`config.mk`:
```
export PLATFORM = sky130hd
export DESIGN_NAME = cholesky_top
export DESIGN_NICKNAME = d
export VERILOG_FILES = /design/src/source/chol_pkg.sv /design/src/source/store_if.sv /design/src/source/chol_ctrl.sv /design/src/source/cholesky_top.sv /design/src/source/mac_unit.sv /design/src/source/matrix_store.sv /design/src/source/seq_divider.sv /design/src/source/seq_sqrt.sv
export VERILOG_INCLUDE_DIRS = /design/src /design/src/source
export SDC_FILE = /design/constraint.sdc
export NUM_CORES = 2
export LEC_CHECK = 0
export BUFFER_PORTS_ARGS = -buffer_cell sky130_fd_sc_hd__buf_4
export CORE_ASPECT_RATIO = 0.9
export CORE_UTILIZATION = 55
export CTS_BUF_LIST = sky130_fd_sc_hd__clkbuf_8
export CTS_CLUSTER_DIAMETER = 200
export DETAILED_ROUTE_END_ITERATION = 10
export PLACE_DENSITY = 0.77
export REMOVE_ABC_BUFFERS = 1
export SETUP_SLACK_MARGIN = 0.5
export SLEW_MARGIN = 20
export SYNTH_ARGS = -nofsm -noshare
export SYNTH_HDL_FRONTEND = slang
export SYNTH_SLANG_ARGS = --single-unit
```
`constraint.sdc`:
```
create_clock -name clk -period 19.45 [get_ports clk]
set_clock_uncertainty 0.1 [all_clocks]
set_input_delay 0.9725 -clock clk [delete_from_list [all_inputs] [get_ports clk]]
set_output_delay 0.9725 -clock clk [all_outputs]
set_load 0.1 [all_outputs]
```
`src/source/chol_config.svh`:
```
`ifndef CHOL_CONFIG_SVH
`define CHOL_CONFIG_SVH

// matrix dimension
`define CHOL_N 4

// element format is signed Q8.8
`define DATA_W 16
`define FRAC_W 8

// full-precision sums of Q16.16 products with headroom
`define ACC_W 36

// row, column and k indices
`define IDX_W 2

`endif

```
`src/source/chol_pkg.sv`:
```
`default_nettype none

package chol_pkg;

    // controller sequencing, one element at a time
    typedef enum logic [2:0] {
        IDLE,           // waiting for start
        MAC_ISSUE,      // init then one subtract per k
        MAC_DRAIN,      // two cycles for the MAC pipeline
        FINISH_START,   // kick divider or sqrt
        FINISH_WAIT,
        WRITE_BACK      // store l_ij and step the indices
    } ctrl_state_e;

    // MAC opcodes
    typedef enum logic [1:0] {
        MAC_NOP,        // hold accumulator
        MAC_INIT,       // load a_ij aligned to the product scale
        MAC_SUB         // subtract l_ik * l_jk
    } mac_op_e;

endpackage

`default_nettype wire

```
`src/source/store_if.sv`:
```
`timescale 1ns/1ps
`default_nettype none

`include "chol_config.svh"

interface store_if;

    // indices, all from the controller
    logic [`IDX_W-1:0]         row;        // i
    logic [`IDX_W-1:0]         col;        // j
    logic [`IDX_W-1:0]         k;

    // combinational read data from the store
    logic signed [`DATA_W-1:0] a_ij;
    logic signed [`DATA_W-1:0] l_ik;
    logic signed [`DATA_W-1:0] l_jk;
    logic signed [`DATA_W-1:0] l_jj;       // divisor for off-diagonal elements

    // write of l at (row, col)
    logic                      wr_en;
    logic signed [`DATA_W-1:0] wr_data;

    modport store (
        input  row, col, k, wr_en, wr_data,
        output a_ij, l_ik, l_jk, l_jj
    );

    modport ctrl (
        output row, col, k, wr_en, wr_data
    );

    modport mac (
        input  a_ij, l_ik, l_jk
    );

    modport div (
        input  l_jj
    );

endinterface

`default_nettype wire

```
`src/source/chol_ctrl.sv`:
```
`timescale 1ns/1ps
`default_nettype none

`include "chol_config.svh"

module chol_ctrl import chol_pkg::*; (
    input  wire                        clk,
    input  wire                        rst_n,
    input  wire                        start_i,
    output logic                       busy_o,
    output logic                       done_o,
    output logic                       capture_o,
    output mac_op_e                    mac_op_o,
    output logic                       div_start_o,
    input  wire                        div_done_i,
    input  wire signed [`DATA_W-1:0]   quot_i,
    output logic                       sqrt_start_o,
    input  wire                        sqrt_done_i,
    input  wire signed [`DATA_W-1:0]   root_i,
    store_if.ctrl                      st
);

    ctrl_state_e         state_q;
    logic [`IDX_W-1:0]   i_q;        // row
    logic [`IDX_W-1:0]   j_q;        // column, never above i
    logic [`IDX_W-1:0]   k_q;
    logic                init_q;     // next issue slot is MAC_INIT
    logic                drain_q;
    logic                on_diag;
    logic                last_elem;
    logic                unit_done;

    assign on_diag   = (i_q == j_q);
    assign last_elem = on_diag && (i_q == `IDX_W'(`CHOL_N - 1));
    assign unit_done = on_diag ? sqrt_done_i : div_done_i;

    always_ff @(posedge clk or negedge rst_n) begin
        if (!rst_n) begin
            state_q <= IDLE;
            i_q     <= '0;
            j_q     <= '0;
            k_q     <= '0;
            init_q  <= 1'b0;
            drain_q <= 1'b0;
            done_o  <= 1'b0;
        end else begin
            done_o <= 1'b0;
            case (state_q)
                IDLE: begin
                    if (start_i) begin
                        i_q     <= '0;
                        j_q     <= '0;
                        k_q     <= '0;
                        init_q  <= 1'b1;
                        state_q <= MAC_ISSUE;
                    end
                end
                MAC_ISSUE: begin
                    if (init_q) begin
                        init_q <= 1'b0;
                        if (j_q == '0) begin
                            state_q <= MAC_DRAIN;    // first column has no products
                        end
                    end else if (k_q == j_q - 1'b1) begin
                        state_q <= MAC_DRAIN;
                    end else begin
                        k_q <= k_q + 1'b1;
                    end
                end
                MAC_DRAIN: begin
                    drain_q <= ~drain_q;
                    if (drain_q) begin
                        state_q <= FINISH_START;
                    end
                end
                FINISH_START: state_q <= FINISH_WAIT;
                FINISH_WAIT: begin
                    if (unit_done) begin
                        state_q <= WRITE_BACK;
                    end
                end
                WRITE_BACK: begin
                    k_q     <= '0;
                    init_q  <= 1'b1;
                    state_q <= MAC_ISSUE;
                    if (last_elem) begin
                        init_q  <= 1'b0;
                        done_o  <= 1'b1;
                        state_q <= IDLE;
                    end else if (on_diag) begin
                        i_q <= i_q + 1'b1;   // row ends on the diagonal
                        j_q <= '0;
                    end else begin
                        j_q <= j_q + 1'b1;
                    end
                end
                default: state_q <= IDLE;
            endcase
        end
    end

    assign busy_o       = (state_q != IDLE);
    assign capture_o    = (state_q == IDLE) && start_i;
    assign div_start_o  = (state_q == FINISH_START) && !on_diag;
    assign sqrt_start_o = (state_q == FINISH_START) && on_diag;
    assign mac_op_o     = (state_q != MAC_ISSUE) ? MAC_NOP : (init_q ? MAC_INIT : MAC_SUB);

    // store addressing follows the element being worked on
    assign st.row     = i_q;
    assign st.col     = j_q;
    assign st.k       = k_q;
    assign st.wr_en   = (state_q == WRITE_BACK);
    assign st.wr_data = on_diag ? root_i : quot_i;   // both units hold their result

endmodule

`default_nettype wire

```
`src/source/cholesky_top.sv`:
```
`timescale 1ns/1ps
`default_nettype none

`include "chol_config.svh"

module cholesky_top import chol_pkg::*; (
    input  wire                                  clk,
    input  wire                                  rst_n,
    input  wire                                  start_i,
    input  wire  [`CHOL_N*`CHOL_N*`DATA_W-1:0]   matrix_i,
    output logic [`CHOL_N*`CHOL_N*`DATA_W-1:0]   factor_o,
    output logic                                 busy_o,
    output logic                                 done_o
);

    logic                       capture;
    mac_op_e                    mac_op;
    logic signed [`DATA_W-1:0]  residual;    // numerator for both finish units
    logic                       div_start;
    logic                       div_done;
    logic signed [`DATA_W-1:0]  quot;
    logic                       sqrt_start;
    logic                       sqrt_done;
    logic signed [`DATA_W-1:0]  root;

    store_if u_store_if ();

    matrix_store u_store (
        .clk       (clk),
        .rst_n     (rst_n),
        .capture_i (capture),
        .matrix_i  (matrix_i),
        .factor_o  (factor_o),
        .st        (u_store_if)
    );

    mac_unit u_mac (
        .clk        (clk),
        .rst_n      (rst_n),
        .op_i       (mac_op),
        .st         (u_store_if),
        .residual_o (residual)
    );

    seq_divider u_div (
        .clk     (clk),
        .rst_n   (rst_n),
        .start_i (div_start),
        .num_i   (residual),
        .st      (u_store_if),
        .done_o  (div_done),
        .quot_o  (quot)
    );

    seq_sqrt u_sqrt (
        .clk     (clk),
        .rst_n   (rst_n),
        .start_i (sqrt_start),
        .num_i   (residual),
        .done_o  (sqrt_done),
        .root_o  (root)
    );

    chol_ctrl u_ctrl (
        .clk          (clk),
        .rst_n        (rst_n),
        .start_i      (start_i),
        .busy_o       (busy_o),
        .done_o       (done_o),
        .capture_o    (capture),
        .mac_op_o     (mac_op),
        .div_start_o  (div_start),
        .div_done_i   (div_done),
        .quot_i       (quot),
        .sqrt_start_o (sqrt_start),
        .sqrt_done_i  (sqrt_done),
        .root_i       (root),
        .st           (u_store_if)
    );

endmodule

`default_nettype wire

```
`src/source/mac_unit.sv`:
```
`timescale 1ns/1ps
`default_nettype none

`include "chol_config.svh"

module mac_unit import chol_pkg::*; (
    input  wire                        clk,
    input  wire                        rst_n,
    input  wire mac_op_e               op_i,
    store_if.mac                       st,
    output logic signed [`DATA_W-1:0]  residual_o
);

    mac_op_e                       op_q;
    logic signed [2*`DATA_W-1:0]   prod_q;     // Q16.16
    logic signed [`DATA_W-1:0]     aij_q;
    logic signed [`ACC_W-1:0]      acc_q;
    logic signed [`ACC_W-1:0]      prod_ext;
    logic signed [`ACC_W-1:0]      aij_ext;
    logic signed [`ACC_W-1:0]      acc_shr;

    // stage one
    always_ff @(posedge clk or negedge rst_n) begin
        if (!rst_n) begin
            op_q <= MAC_NOP;
        end else begin
            op_q <= op_i;
        end
    end

    always_ff @(posedge clk) begin
        prod_q <= st.l_ik * st.l_jk;   // full width signed product
        aij_q  <= st.a_ij;
    end

    assign prod_ext = prod_q;          // sign extend
    assign aij_ext  = aij_q;

    // stage two, accumulator kept at product scale
    always_ff @(posedge clk) begin
        case (op_q)
            MAC_INIT: acc_q <= aij_ext <<< `FRAC_W;
            MAC_SUB:  acc_q <= acc_q - prod_ext;
            default:  acc_q <= acc_q;
        endcase
    end

    // floor back to Q8.8
    assign acc_shr    = acc_q >>> `FRAC_W;
    assign residual_o = acc_shr[`DATA_W-1:0];

endmodule

`default_nettype wire

```
`src/source/matrix_store.sv`:
```
`timescale 1ns/1ps
`default_nettype none

`include "chol_config.svh"

module matrix_store (
    input  wire                                  clk,
    input  wire                                  rst_n,
    input  wire                                  capture_i,  // accepted start
    input  wire  [`CHOL_N*`CHOL_N*`DATA_W-1:0]   matrix_i,   // row-major, element 0 at lsb
    output logic [`CHOL_N*`CHOL_N*`DATA_W-1:0]   factor_o,
    store_if.store                               st
);

    logic [`DATA_W-1:0] a_q [`CHOL_N][`CHOL_N];   // lower triangle of A
    logic [`DATA_W-1:0] l_q [`CHOL_N][`CHOL_N];   // factor under construction

    // only the lower triangle of A is ever read, upper half kept at zero
    always_ff @(posedge clk) begin
        if (capture_i) begin
            for (int r = 0; r < `CHOL_N; r++) begin
                for (int c = 0; c < `CHOL_N; c++) begin
                    a_q[r][c] <= (c <= r) ? matrix_i[(r*`CHOL_N+c)*`DATA_W +: `DATA_W] : '0;
                end
            end
        end
    end

    // L is visible on factor_o, so it starts from zero after reset and capture
    always_ff @(posedge clk or negedge rst_n) begin
        if (!rst_n) begin
            for (int r = 0; r < `CHOL_N; r++) begin
                for (int c = 0; c < `CHOL_N; c++) begin
                    l_q[r][c] <= '0;
                end
            end
        end else if (capture_i) begin
            for (int r = 0; r < `CHOL_N; r++) begin
                for (int c = 0; c < `CHOL_N; c++) begin
                    l_q[r][c] <= '0;
                end
            end
        end else if (st.wr_en) begin
            l_q[st.row][st.col] <= st.wr_data;
        end
    end

    // indexed reads for the MAC and the divider
    assign st.a_ij = a_q[st.row][st.col];
    assign st.l_ik = l_q[st.row][st.k];
    assign st.l_jk = l_q[st.col][st.k];    // same as l_ik on the diagonal
    assign st.l_jj = l_q[st.col][st.col];

    always_comb begin
        for (int r = 0; r < `CHOL_N; r++) begin
            for (int c = 0; c < `CHOL_N; c++) begin
                // upper triangle is always zero
                factor_o[(r*`CHOL_N+c)*`DATA_W +: `DATA_W] = (c <= r) ? l_q[r][c] : '0;
            end
        end
    end

endmodule

`default_nettype wire

```
`src/source/seq_divider.sv`:
```
`timescale 1ns/1ps
`default_nettype none

`include "chol_config.svh"

module seq_divider (
    input  wire                        clk,
    input  wire                        rst_n,
    input  wire                        start_i,
    input  wire signed [`DATA_W-1:0]   num_i,
    store_if.div                       st,
    output logic                       done_o,
    output logic signed [`DATA_W-1:0]  quot_o
);

    localparam int DVD_W = `DATA_W + `FRAC_W;     // one quotient bit per cycle
    localparam int CNT_W = $clog2(DVD_W + 1);

    logic [CNT_W-1:0]    cnt_q;
    logic [DVD_W-1:0]    dvd_q;      // dividend shifts out at the top, quotient in at the bottom
    logic [`DATA_W-1:0]  rem_q;
    logic [`DATA_W-1:0]  den_q;
    logic                neg_q;
    logic [`DATA_W:0]    num_ext;
    logic [`DATA_W:0]    num_mag;
    logic [`DATA_W:0]    rem_try;
    logic [`DATA_W:0]    rem_sub;
    logic                q_bit;
    logic [`DATA_W-1:0]  rem_next;
    logic [DVD_W-1:0]    q_next;

    // 17 bits so that -32768 has a magnitude
    assign num_ext = {num_i[`DATA_W-1], num_i};
    assign num_mag = num_i[`DATA_W-1] ? -num_ext : num_ext;

    // restoring step
    assign rem_try  = {rem_q, dvd_q[DVD_W-1]};
    assign rem_sub  = rem_try - {1'b0, den_q};
    assign q_bit    = (rem_try >= {1'b0, den_q});
    assign rem_next = q_bit ? rem_sub[`DATA_W-1:0] : rem_try[`DATA_W-1:0];
    assign q_next   = {dvd_q[DVD_W-2:0], q_bit};

    always_ff @(posedge clk or negedge rst_n) begin
        if (!rst_n) begin
            cnt_q  <= '0;
            done_o <= 1'b0;
        end else begin
            done_o <= (cnt_q == CNT_W'(1));       // last step
            if (start_i) begin
                cnt_q <= CNT_W'(DVD_W);
            end else if (cnt_q != '0) begin
                cnt_q <= cnt_q - 1'b1;
            end
        end
    end

    always_ff @(posedge clk) begin
        if (start_i) begin
            dvd_q <= {num_mag[`DATA_W-1:0], {`FRAC_W{1'b0}}};
            rem_q <= '0;
            den_q <= st.l_jj;                     // l_jj is never negative
            neg_q <= num_i[`DATA_W-1];
        end else if (cnt_q != '0) begin
            dvd_q <= q_next;
            rem_q <= rem_next;
            if (cnt_q == CNT_W'(1)) begin
                quot_o <= neg_q ? -q_next[`DATA_W-1:0] : q_next[`DATA_W-1:0];
            end
        end
    end

endmodule

`default_nettype wire

```
`src/source/seq_sqrt.sv`:
```
`timescale 1ns/1ps
`default_nettype none

`include "chol_config.svh"

module seq_sqrt (
    input  wire                        clk,
    input  wire                        rst_n,
    input  wire                        start_i,
    input  wire signed [`DATA_W-1:0]   num_i,
    output logic                       done_o,
    output logic signed [`DATA_W-1:0]  root_o
);

    localparam int RAD_W = 2 * `DATA_W;      // two radicand bits per root bit
    localparam int REM_W = `DATA_W + 2;
    localparam int CNT_W = $clog2(`DATA_W + 1);

    logic [CNT_W-1:0]    cnt_q;
    logic [RAD_W-1:0]    rad_q;
    logic [REM_W-1:0]    rem_q;
    logic [`DATA_W-1:0]  root_q;
    logic [REM_W+1:0]    rem_try;
    logic [REM_W+1:0]    trial;
    logic [REM_W+1:0]    rem_sub;
    logic                bit_ok;
    logic [`DATA_W-1:0]  root_next;

    assign rem_try   = {rem_q, rad_q[RAD_W-1 -: 2]};
    assign trial     = {2'b00, root_q, 2'b01};     // 4*root + 1
    assign rem_sub   = rem_try - trial;
    assign bit_ok    = (rem_try >= trial);
    assign root_next = {root_q[`DATA_W-2:0], bit_ok};

    always_ff @(posedge clk or negedge rst_n) begin
        if (!rst_n) begin
            cnt_q  <= '0;
            done_o <= 1'b0;
        end else begin
            done_o <= (cnt_q == CNT_W'(1));
            if (start_i) begin
                cnt_q <= CNT_W'(`DATA_W);
            end else if (cnt_q != '0) begin
                cnt_q <= cnt_q - 1'b1;
            end
        end
    end

    always_ff @(posedge clk) begin
        if (start_i) begin
            // a zero radicand gives a zero root, which covers num <= 0
            rad_q  <= (num_i > 0) ?
                      {{(`DATA_W-`FRAC_W){1'b0}}, num_i, {`FRAC_W{1'b0}}} : '0;
            rem_q  <= '0;
            root_q <= '0;
        end else if (cnt_q != '0) begin
            rad_q  <= rad_q << 2;
            rem_q  <= bit_ok ? rem_sub[REM_W-1:0] : rem_try[REM_W-1:0];
            root_q <= root_next;
            if (cnt_q == CNT_W'(1)) begin
                root_o <= root_next;
            end
        end
    end

endmodule

`default_nettype wire

```
### Word-level counts from Yosys, hierarchy flattened

Memories as Yosys holds them, arrays and structs flattened.
Cells that the tools add are included.

* add/subtract/negate cells: 11
* multiply operators: 1
* div/mod/pow operators: 0
* order comparisons: 8
* equality and inequality tests: 22
* shift-type cells: 0
* mux-type cells: 68
* bitwise gates (word level): 6
* reductions and logical operators: 25

Operators with widths (count)
* 2-to-1 mux 256 bit: 2
* 2-to-1 mux 64 bit: 5
* binary-select mux 64 bit (select 2 bit): 2
* bitwise mux 256 bit: 1
* 2-to-1 mux 16 bit: 13
* binary-select mux 16 bit (select 2 bit): 4
* demux 64 bit (select 2 bit): 1
* 2-to-1 mux 24 bit: 3
* one-hot mux 36 bit (2 select lines): 1
* 2-to-1 mux 32 bit: 2
* subtractor 36 x 32 -> 36 bit: 1
* demux 16 bit (select 2 bit): 1
* multiplier 16 x 16 -> 32 bit: 1
* negation 16 bit: 2
* greater-or-equal comparator 20 x 18 -> 1 bit: 1
* 2-to-1 mux 5 bit: 4
* 2-to-1 mux 18 bit: 1
* 2-to-1 mux 2 bit: 9
* 2-to-1 mux 3 bit: 6
* one-hot mux 3 bit (6 select lines): 1
* subtractor 18 bit: 1
* greater-or-equal comparator 17 x 16 -> 1 bit: 1
* greater-than comparator 16 x 1 -> 1 bit (second input constant): 1
* subtractor 16 bit: 1
* other kinds (33): 76

* register bits after elaboration: 521
* latch bits: 0
* bits in writable memories: 256
* bits in read-only memories: 0
* output and inout bits: 258
* logic and storage cells: 183
* memories kept: 1

Memories
* u_store.a_q: depth 4, width 64, rd ports 1, clocked after memory_dff 0, wr ports 4, line matrix_store.sv:15 `` logic [`DATA_W-1:0] a_q [`CHOL_N][`CHOL_N]; ``

### Longest topological paths before layout

* depth in word-level cells: 10
* gate-level depth with buffers: 33
* gate-level depth less buffers: 27

### By module

A second synthesis with hierarchy kept.

* cells, all modules: 4250
* area, all modules: 43819.5 sq um

Modules (own cells, without submodules)
* matrix_store: times used 1, cells each 2069, area each 23277.3 sq um, sequential area each 11210.8 sq um
* mac_unit: times used 1, cells each 1182, area each 10857.9 sq um, sequential area each 1571.5 sq um
* seq_divider: times used 1, cells each 490, area each 4603.2 sq um, sequential area each 2102.0 sq um
* seq_sqrt: times used 1, cells each 412, area each 4038.9 sq um, sequential area each 2031.9 sq um
* chol_ctrl: times used 1, cells each 97, area each 1042.2 sq um, sequential area each 300.3 sq um

### Least setup slack after synthesis

No wires, ideal clock.

* kind: reg-to-reg
* start: register u_ctrl.j_q[0], in the netlist u_ctrl.st.col[0]
* end: register u_mac.prod_q[21]
* arrival time: 7.251 ns
* slack: 11.976 ns
* stages on the path, launching flop included: 27
* buffers on the path: 5
* clock period less this slack: 7.474 ns
* path through: dfrtp_1 buf_4 buf_6 buf_4 buf_2 mux4_2 mux2_2 a21oi_1 buf_4 nor2_1 fa_1 inv_1 fa_1 fa_1 inv_1 fa_1 fa_1 inv_1 fa_1 inv_1 ha_1 or3_1 o22ai_1 o21ai_0 o21ai_0 a21oi_1 xor2_1

* word-level cells in the longest chain between the ends: 8

RTL lines
* from (decl): line chol_ctrl.sv:25 `` logic [`IDX_W-1:0] j_q; ``
* from (signal assigned): line chol_ctrl.sv:94 `j_q <= j_q + 1'b1;`
* inverter 2 -> 3 bit (not written as such): line matrix_store.sv:51 `assign st.l_jk = l_q[st.col][st.k];`
* binary-select mux 64 bit (select 2 bit): line matrix_store.sv:51
* 2-to-1 mux 64 bit (not written as such) (2 in series): line matrix_store.sv:51
* binary-select mux 16 bit (select 2 bit): line matrix_store.sv:51
* 2-to-1 mux 16 bit (not written as such) (2 in series): line matrix_store.sv:51
* multiplier 16 x 16 -> 32 bit: line mac_unit.sv:32 `prod_q <= st.l_ik * st.l_jk;`
* to (signal assigned): line mac_unit.sv:32
* to (decl): line mac_unit.sv:15 `` logic signed [2*`DATA_W-1:0] prod_q; ``

Every way passes these cells. The select of a mux whose other input is x is not followed.
A chain may end at the register's enable or synchronous reset.

### Worst setup path in the final report

* start: register u_ctrl.i_q[0], in the netlist u_ctrl.st.row[0]
* end: register u_mac.prod_q[21]

* word-level cells in the longest chain between the ends: 8

RTL lines
* from (decl): line chol_ctrl.sv:24 `` logic [`IDX_W-1:0] i_q; ``
* from (signal assigned): line chol_ctrl.sv:91 `i_q <= i_q + 1'b1;`
* inverter 2 -> 3 bit (not written as such): line matrix_store.sv:50 `assign st.l_ik = l_q[st.row][st.k];`
* binary-select mux 64 bit (select 2 bit): line matrix_store.sv:50
* 2-to-1 mux 64 bit (not written as such) (2 in series): line matrix_store.sv:50
* binary-select mux 16 bit (select 2 bit): line matrix_store.sv:50
* 2-to-1 mux 16 bit (not written as such) (2 in series): line matrix_store.sv:50
* multiplier 16 x 16 -> 32 bit: line mac_unit.sv:32

Every way passes these cells. The select of a mux whose other input is x is not followed.

==> out/qor_table.md <==
| Quantity | This run |
|---|---|
| Result of the run | finished, final reports clean |
| Vias in the first global route | 29700 |
| Number of standard-cell rows in the floorplan | 95 |
| Worst EP arrival | 9.42 ns |
| Antenna violations before repair | 3 |
| Final number of max-transition violations | 0 |
| Hold Violations, Final | 0 |
| Average size of a mapped cell | 10.9 um^2 |
| Detail Route Antenna Nets | 0 |
| Instance count of the mapped netlist | 3808 |
| DRC | 0 |
| End point of the critical path | u_mac.prod_q[21] |
| Longest Clk Path Bufs | 3 |
| Post-synth top area cell | sky130_fd_sc_hd__edfxtp_1 |
| Final period util | 0.458 |
| Static leakage power | 19.2 nW |
| Count of boundary I/O pins | 517 |
| Share of synthesized area occupied by flip-flops and latches | 0.416 |
| Total of buffers placed on input and output ports | 324 |
| Most repeated cell in the gate-level netlist after synthesis | sky130_fd_sc_hd__inv_1 |
| Share of layout cells above drive strength 1 | 0.201 |
| Number of max-cap violations | 0 |
| Cell chosen for the clock root | sky130_fd_sc_hd__clkbuf_8 |
| Number of stages on the worst setup path | 24 |
| Worst reg-to-reg setup slack | 10.55 ns |
| Clock tree from TritonCTS | built |
| Global-route congestion overflow total | 0 |
| Worst-path maximum fanout | 37 |
| Number of buffers inserted to repair setup after CTS | 0 |
| Kind of capture point of the worst setup path | flop |
| Synth top cells by count | sky130_fd_sc_hd__inv_1 (339), sky130_fd_sc_hd__o21ai_0 (310), sky130_fd_sc_hd__dfrtp_1 (282) |
| Number of search-and-repair iterations in the first detailed-routing pass | 6 |
| Post-CTS resize count | 0 |
| Die boundary width | 291 um |
| Starting DRT DRC Count | 2830 |
| Count of nets after finishing | 4511 |
| Effective utilization at floorplan | 0.555 |
| Worst flop-to-flop path endpoint | u_mac.prod_q[21] |
| Worst Tran Pin Value | 1.16 ns |
| Total Die Area | 76400 um^2 |
| Critical Path Most Common Cell | sky130_fd_sc_hd__fa_1 |
| Final Util | 0.609 |
| Dominant synthesized flop cell | sky130_fd_sc_hd__dfrtp_1 |
| Via-per-instance ratio | 5.96 |
| Mean routed wirelength per cell | 21.4 um |
| GPL Wtd Cong | 0.904 |
| Post-synthesis to final-layout area growth | 9.75% |
| Leading post-synthesis cells by cell area | sky130_fd_sc_hd__edfxtp_1 (20%), sky130_fd_sc_hd__dfrtp_1 (17%), sky130_fd_sc_hd__fa_1 (9.1%), sky130_fd_sc_hd__mux4_2 (9.0%), sky130_fd_sc_hd__buf_4 (4.8%) |
| Number of distinct standard cells referenced by the synthesized netlist | 79 |
| Area of the placeable core | 74600 um^2 |
| DP Area | 43100 um^2 |
| Fmax | 0.112 GHz |
| Critical path startpoint | u_ctrl.st.row[0] |
| Post-Route Setup TNS | 0 ns |
| Number of endpoints failing setup at the final stage | 0 |
| Startpoint types | flop |
| Clk Latency, worst-skew pair | 0.75 ns |
| Type of the most critical hold path | in -> async |
| Critical path class | reg -> reg |
| Launch point of the worst reg-to-reg path | u_ctrl.st.row[0] |
| Share of synthesized flip-flops with an asynchronous set or reset | 0.432 |
| Largest incremental delay on the critical path | 0.88 ns |
| Largest net degree at the start of global routing | 110 |
| Largest vdd supply drop | 0.0000569 V |
| Cts hold-fix bufs | 0 |
| Clock-pin slew of the registers on the worst-case setup and hold paths | 0.06 ns |
| Post-detailed-routing wire length | 107000 um |
| Vias | 29700 |
| Proportion of netlist area held by the largest area contributor | 0.198 |
| Worst path bufs/invs | 5 |
| Post-detailed-placement half-perimeter wirelength | 73600 um |
| Max transition margin | 0.214 |
| Die outline height | 262 um |
| Combined global-route utilization of all metal layers | 0.280 |
| Flip-flop and latch count after synthesis | 653 |
| Worst r2r path cells | 24 |
| Worst Hold Margin | 0.123 ns |
| Master of the slowest instance on the critical path | sky130_fd_sc_hd__dfrtp_4 |
| Power per Cell Area | 62.6 nW/um^2 |
| Final non-filler cell area | 45500 um^2 |
| Post-synth EDFFs | 273 |
| Number of clock sinks | 653 |
| Post-synthesis cell area | 41400 um^2 |
| Cells along the critical path | buf_4 -> mux4_2 -> mux2_2 -> o21ai_1 -> nor2_1 -> fa_1 -> inv_1 -> fa_1 -> fa_1 -> inv_1 -> ha_1 -> fa_1 -> inv_1 -> fa_1 -> inv_1 -> ha_1 -> o21ai_0 -> o21bai_1 -> a21oi_1 -> o22ai_1 -> o21ai_0 -> o21ai_0 -> a21oi_1 -> xor2_1 |
| CTS HTree Levels | 3 |
| Critical Path RT | 19.97 ns |
| Family of cells with the greatest summed delay on the critical path | adder cells |
| Minimum clock period after layout | 8.90 ns |
| Wire length of the first global-routing pass | 168000 um |
| Total of warnings raised by yosys | 0 |
| Inserted Clock Buffers | 108 |
| Setup repair after global routing missed its margin | false |
==> worst min path at each step <==
stage                                  endpoint  cells past startpoint  slack [ns]
final                     u_store.factor_o[214]                      1        0.12
after global routing      u_store.factor_o[214]                      1        0.14
after CTS                  u_store.factor_o[70]                      1        0.09
after detailed placement      u_sqrt.root_q[15]                      2        0.34
after global placement        u_sqrt.root_q[15]                      2        0.34
after floorplan               u_sqrt.root_q[15]                      2        0.33
==> per-stage QoR <==
step	power, mW	setup WS, ns	cells
2_1_floorplan	1.54	8.07	3418
3_3_place_gp	1.57	10.63	4775
3_5_place_dp	1.58	10.62	4775
4_1_cts	2.86	10.56	4974
5_1_grt	2.92	10.06	4978
6_report	2.85	10.55	4978
==> worst reg2reg max path: stages, from the launching register on <==
cell and delay [ns]:
sky130_fd_sc_hd__dfrtp_4 0.88, sky130_fd_sc_hd__buf_4 0.68, sky130_fd_sc_hd__mux4_2 0.60, sky130_fd_sc_hd__mux2_2 0.32, sky130_fd_sc_hd__o21ai_1 0.81, sky130_fd_sc_hd__nor2_1 0.17, sky130_fd_sc_hd__fa_1 0.58, sky130_fd_sc_hd__inv_1 0.06
sky130_fd_sc_hd__fa_1 0.50, sky130_fd_sc_hd__fa_1 0.52, sky130_fd_sc_hd__inv_1 0.04, sky130_fd_sc_hd__ha_1 0.31, sky130_fd_sc_hd__fa_1 0.56, sky130_fd_sc_hd__inv_1 0.06, sky130_fd_sc_hd__fa_1 0.54, sky130_fd_sc_hd__inv_1 0.04
sky130_fd_sc_hd__ha_1 0.31, sky130_fd_sc_hd__o21ai_0 0.11, sky130_fd_sc_hd__o21bai_1 0.18, sky130_fd_sc_hd__a21oi_1 0.33, sky130_fd_sc_hd__o22ai_1 0.24, sky130_fd_sc_hd__o21ai_0 0.35, sky130_fd_sc_hd__o21ai_0 0.16, sky130_fd_sc_hd__a21oi_1 0.18
sky130_fd_sc_hd__xor2_1 0.17
==> power breakdown <==
| group | total (mW) | internal [mW] | switching [mW] |
|---|---|---|---|
| Combinational | 0.117 | 0.0207 | 0.0964 |
| Sequential | 1.43 | 1.43 | 0 |
| Clock | 1.30 | 0.717 | 0.581 |
| Total | 2.85 | 2.17 | 0.678 |
==> logic make-up (layout without fill, tap and decap cells) <==
kind of cell    Yosys count  in the layout  synth area share
simple gates            965            965             0.111
buf+inv                 827            929             0.101
flops                   653            653             0.416
compound gates          652            652            0.0944
fa+ha+maj               336            336             0.136
mux                     266            266             0.119
xor+xnor                108            108            0.0230
other cells               1             99         0.0000905
==> registers in the layout, indices dropped and copies added (netlist names), 3 cells and up <==
register          cells
u_sqrt.root_q        16
u_store.factor_o    160
u_mac.aij_q          16
u_div.cnt_q           5
u_mac.prod_q         24
u_div.quot_o         16
u_store.l_q          96
u_store.a_q         160
u_ctrl.state_q        3
u_div.rem_q          16
u_div.dvd_q          24
u_sqrt.rad_q         24
u_div.den_q          16
u_mac.acc_q          24
u_sqrt.rem_q         18
u_sqrt.root_o        16
u_sqrt.cnt_q          5
==> cell usage in the layout (no fill, tap or decap), types with 46 or more instances in the layout <==
cell                       netlist  final
sky130_fd_sc_hd__buf_4         265    385
sky130_fd_sc_hd__inv_1         339    370
sky130_fd_sc_hd__o21ai_0       310    308
sky130_fd_sc_hd__dfrtp_1       282    276
sky130_fd_sc_hd__edfxtp_1      273    273
sky130_fd_sc_hd__nand3_1       269    266
sky130_fd_sc_hd__nor2_1        242    241
sky130_fd_sc_hd__fa_1          189    189
sky130_fd_sc_hd__nand2_1       187    186
sky130_fd_sc_hd__mux4_2        165    165
sky130_fd_sc_hd__ha_1          147    147
sky130_fd_sc_hd__clkbuf_8        0    130
sky130_fd_sc_hd__a21oi_1       131    127
sky130_fd_sc_hd__dfxtp_1        98     98
sky130_fd_sc_hd__conb_1          1     96
sky130_fd_sc_hd__nor2b_1        73     73
sky130_fd_sc_hd__xnor2_1        67     67
sky130_fd_sc_hd__a211oi_1       55     55
sky130_fd_sc_hd__nand2b_1       47     47
sky130_fd_sc_hd__mux2i_1        52     46
==> layout make-up <==
| type | count | area, um^2 |
|---|---|---|
| antenna | 3 | 7.51 |
| clock buffer | 130 | 1790 |
| clock inverter | 69 | 546 |
| fill | 5936 | 29200 |
| inverter | 342 | 1290 |
| multi-input combinational | 2423 | 20500 |
| sequential | 653 | 17200 |
| tap | 970 | 1210 |
| timing repair buffer | 388 | 2920 |
==> metal layers <==
metal / routed length (um) / track usage / up-vias / share of wire
met2: 51200 / 0.446 / 1362 / 0.48
met1: 42400 / 0.382 / 14900 / 0.40
met3: 9820 / 0.0577 / 210 / 0.092
met5: 0 / 0 / - / 0
met4: 3240 / 0.101 / 0 / 0.030
li1: - / - / 13200 / -
(Power assumes the default switching activity.)
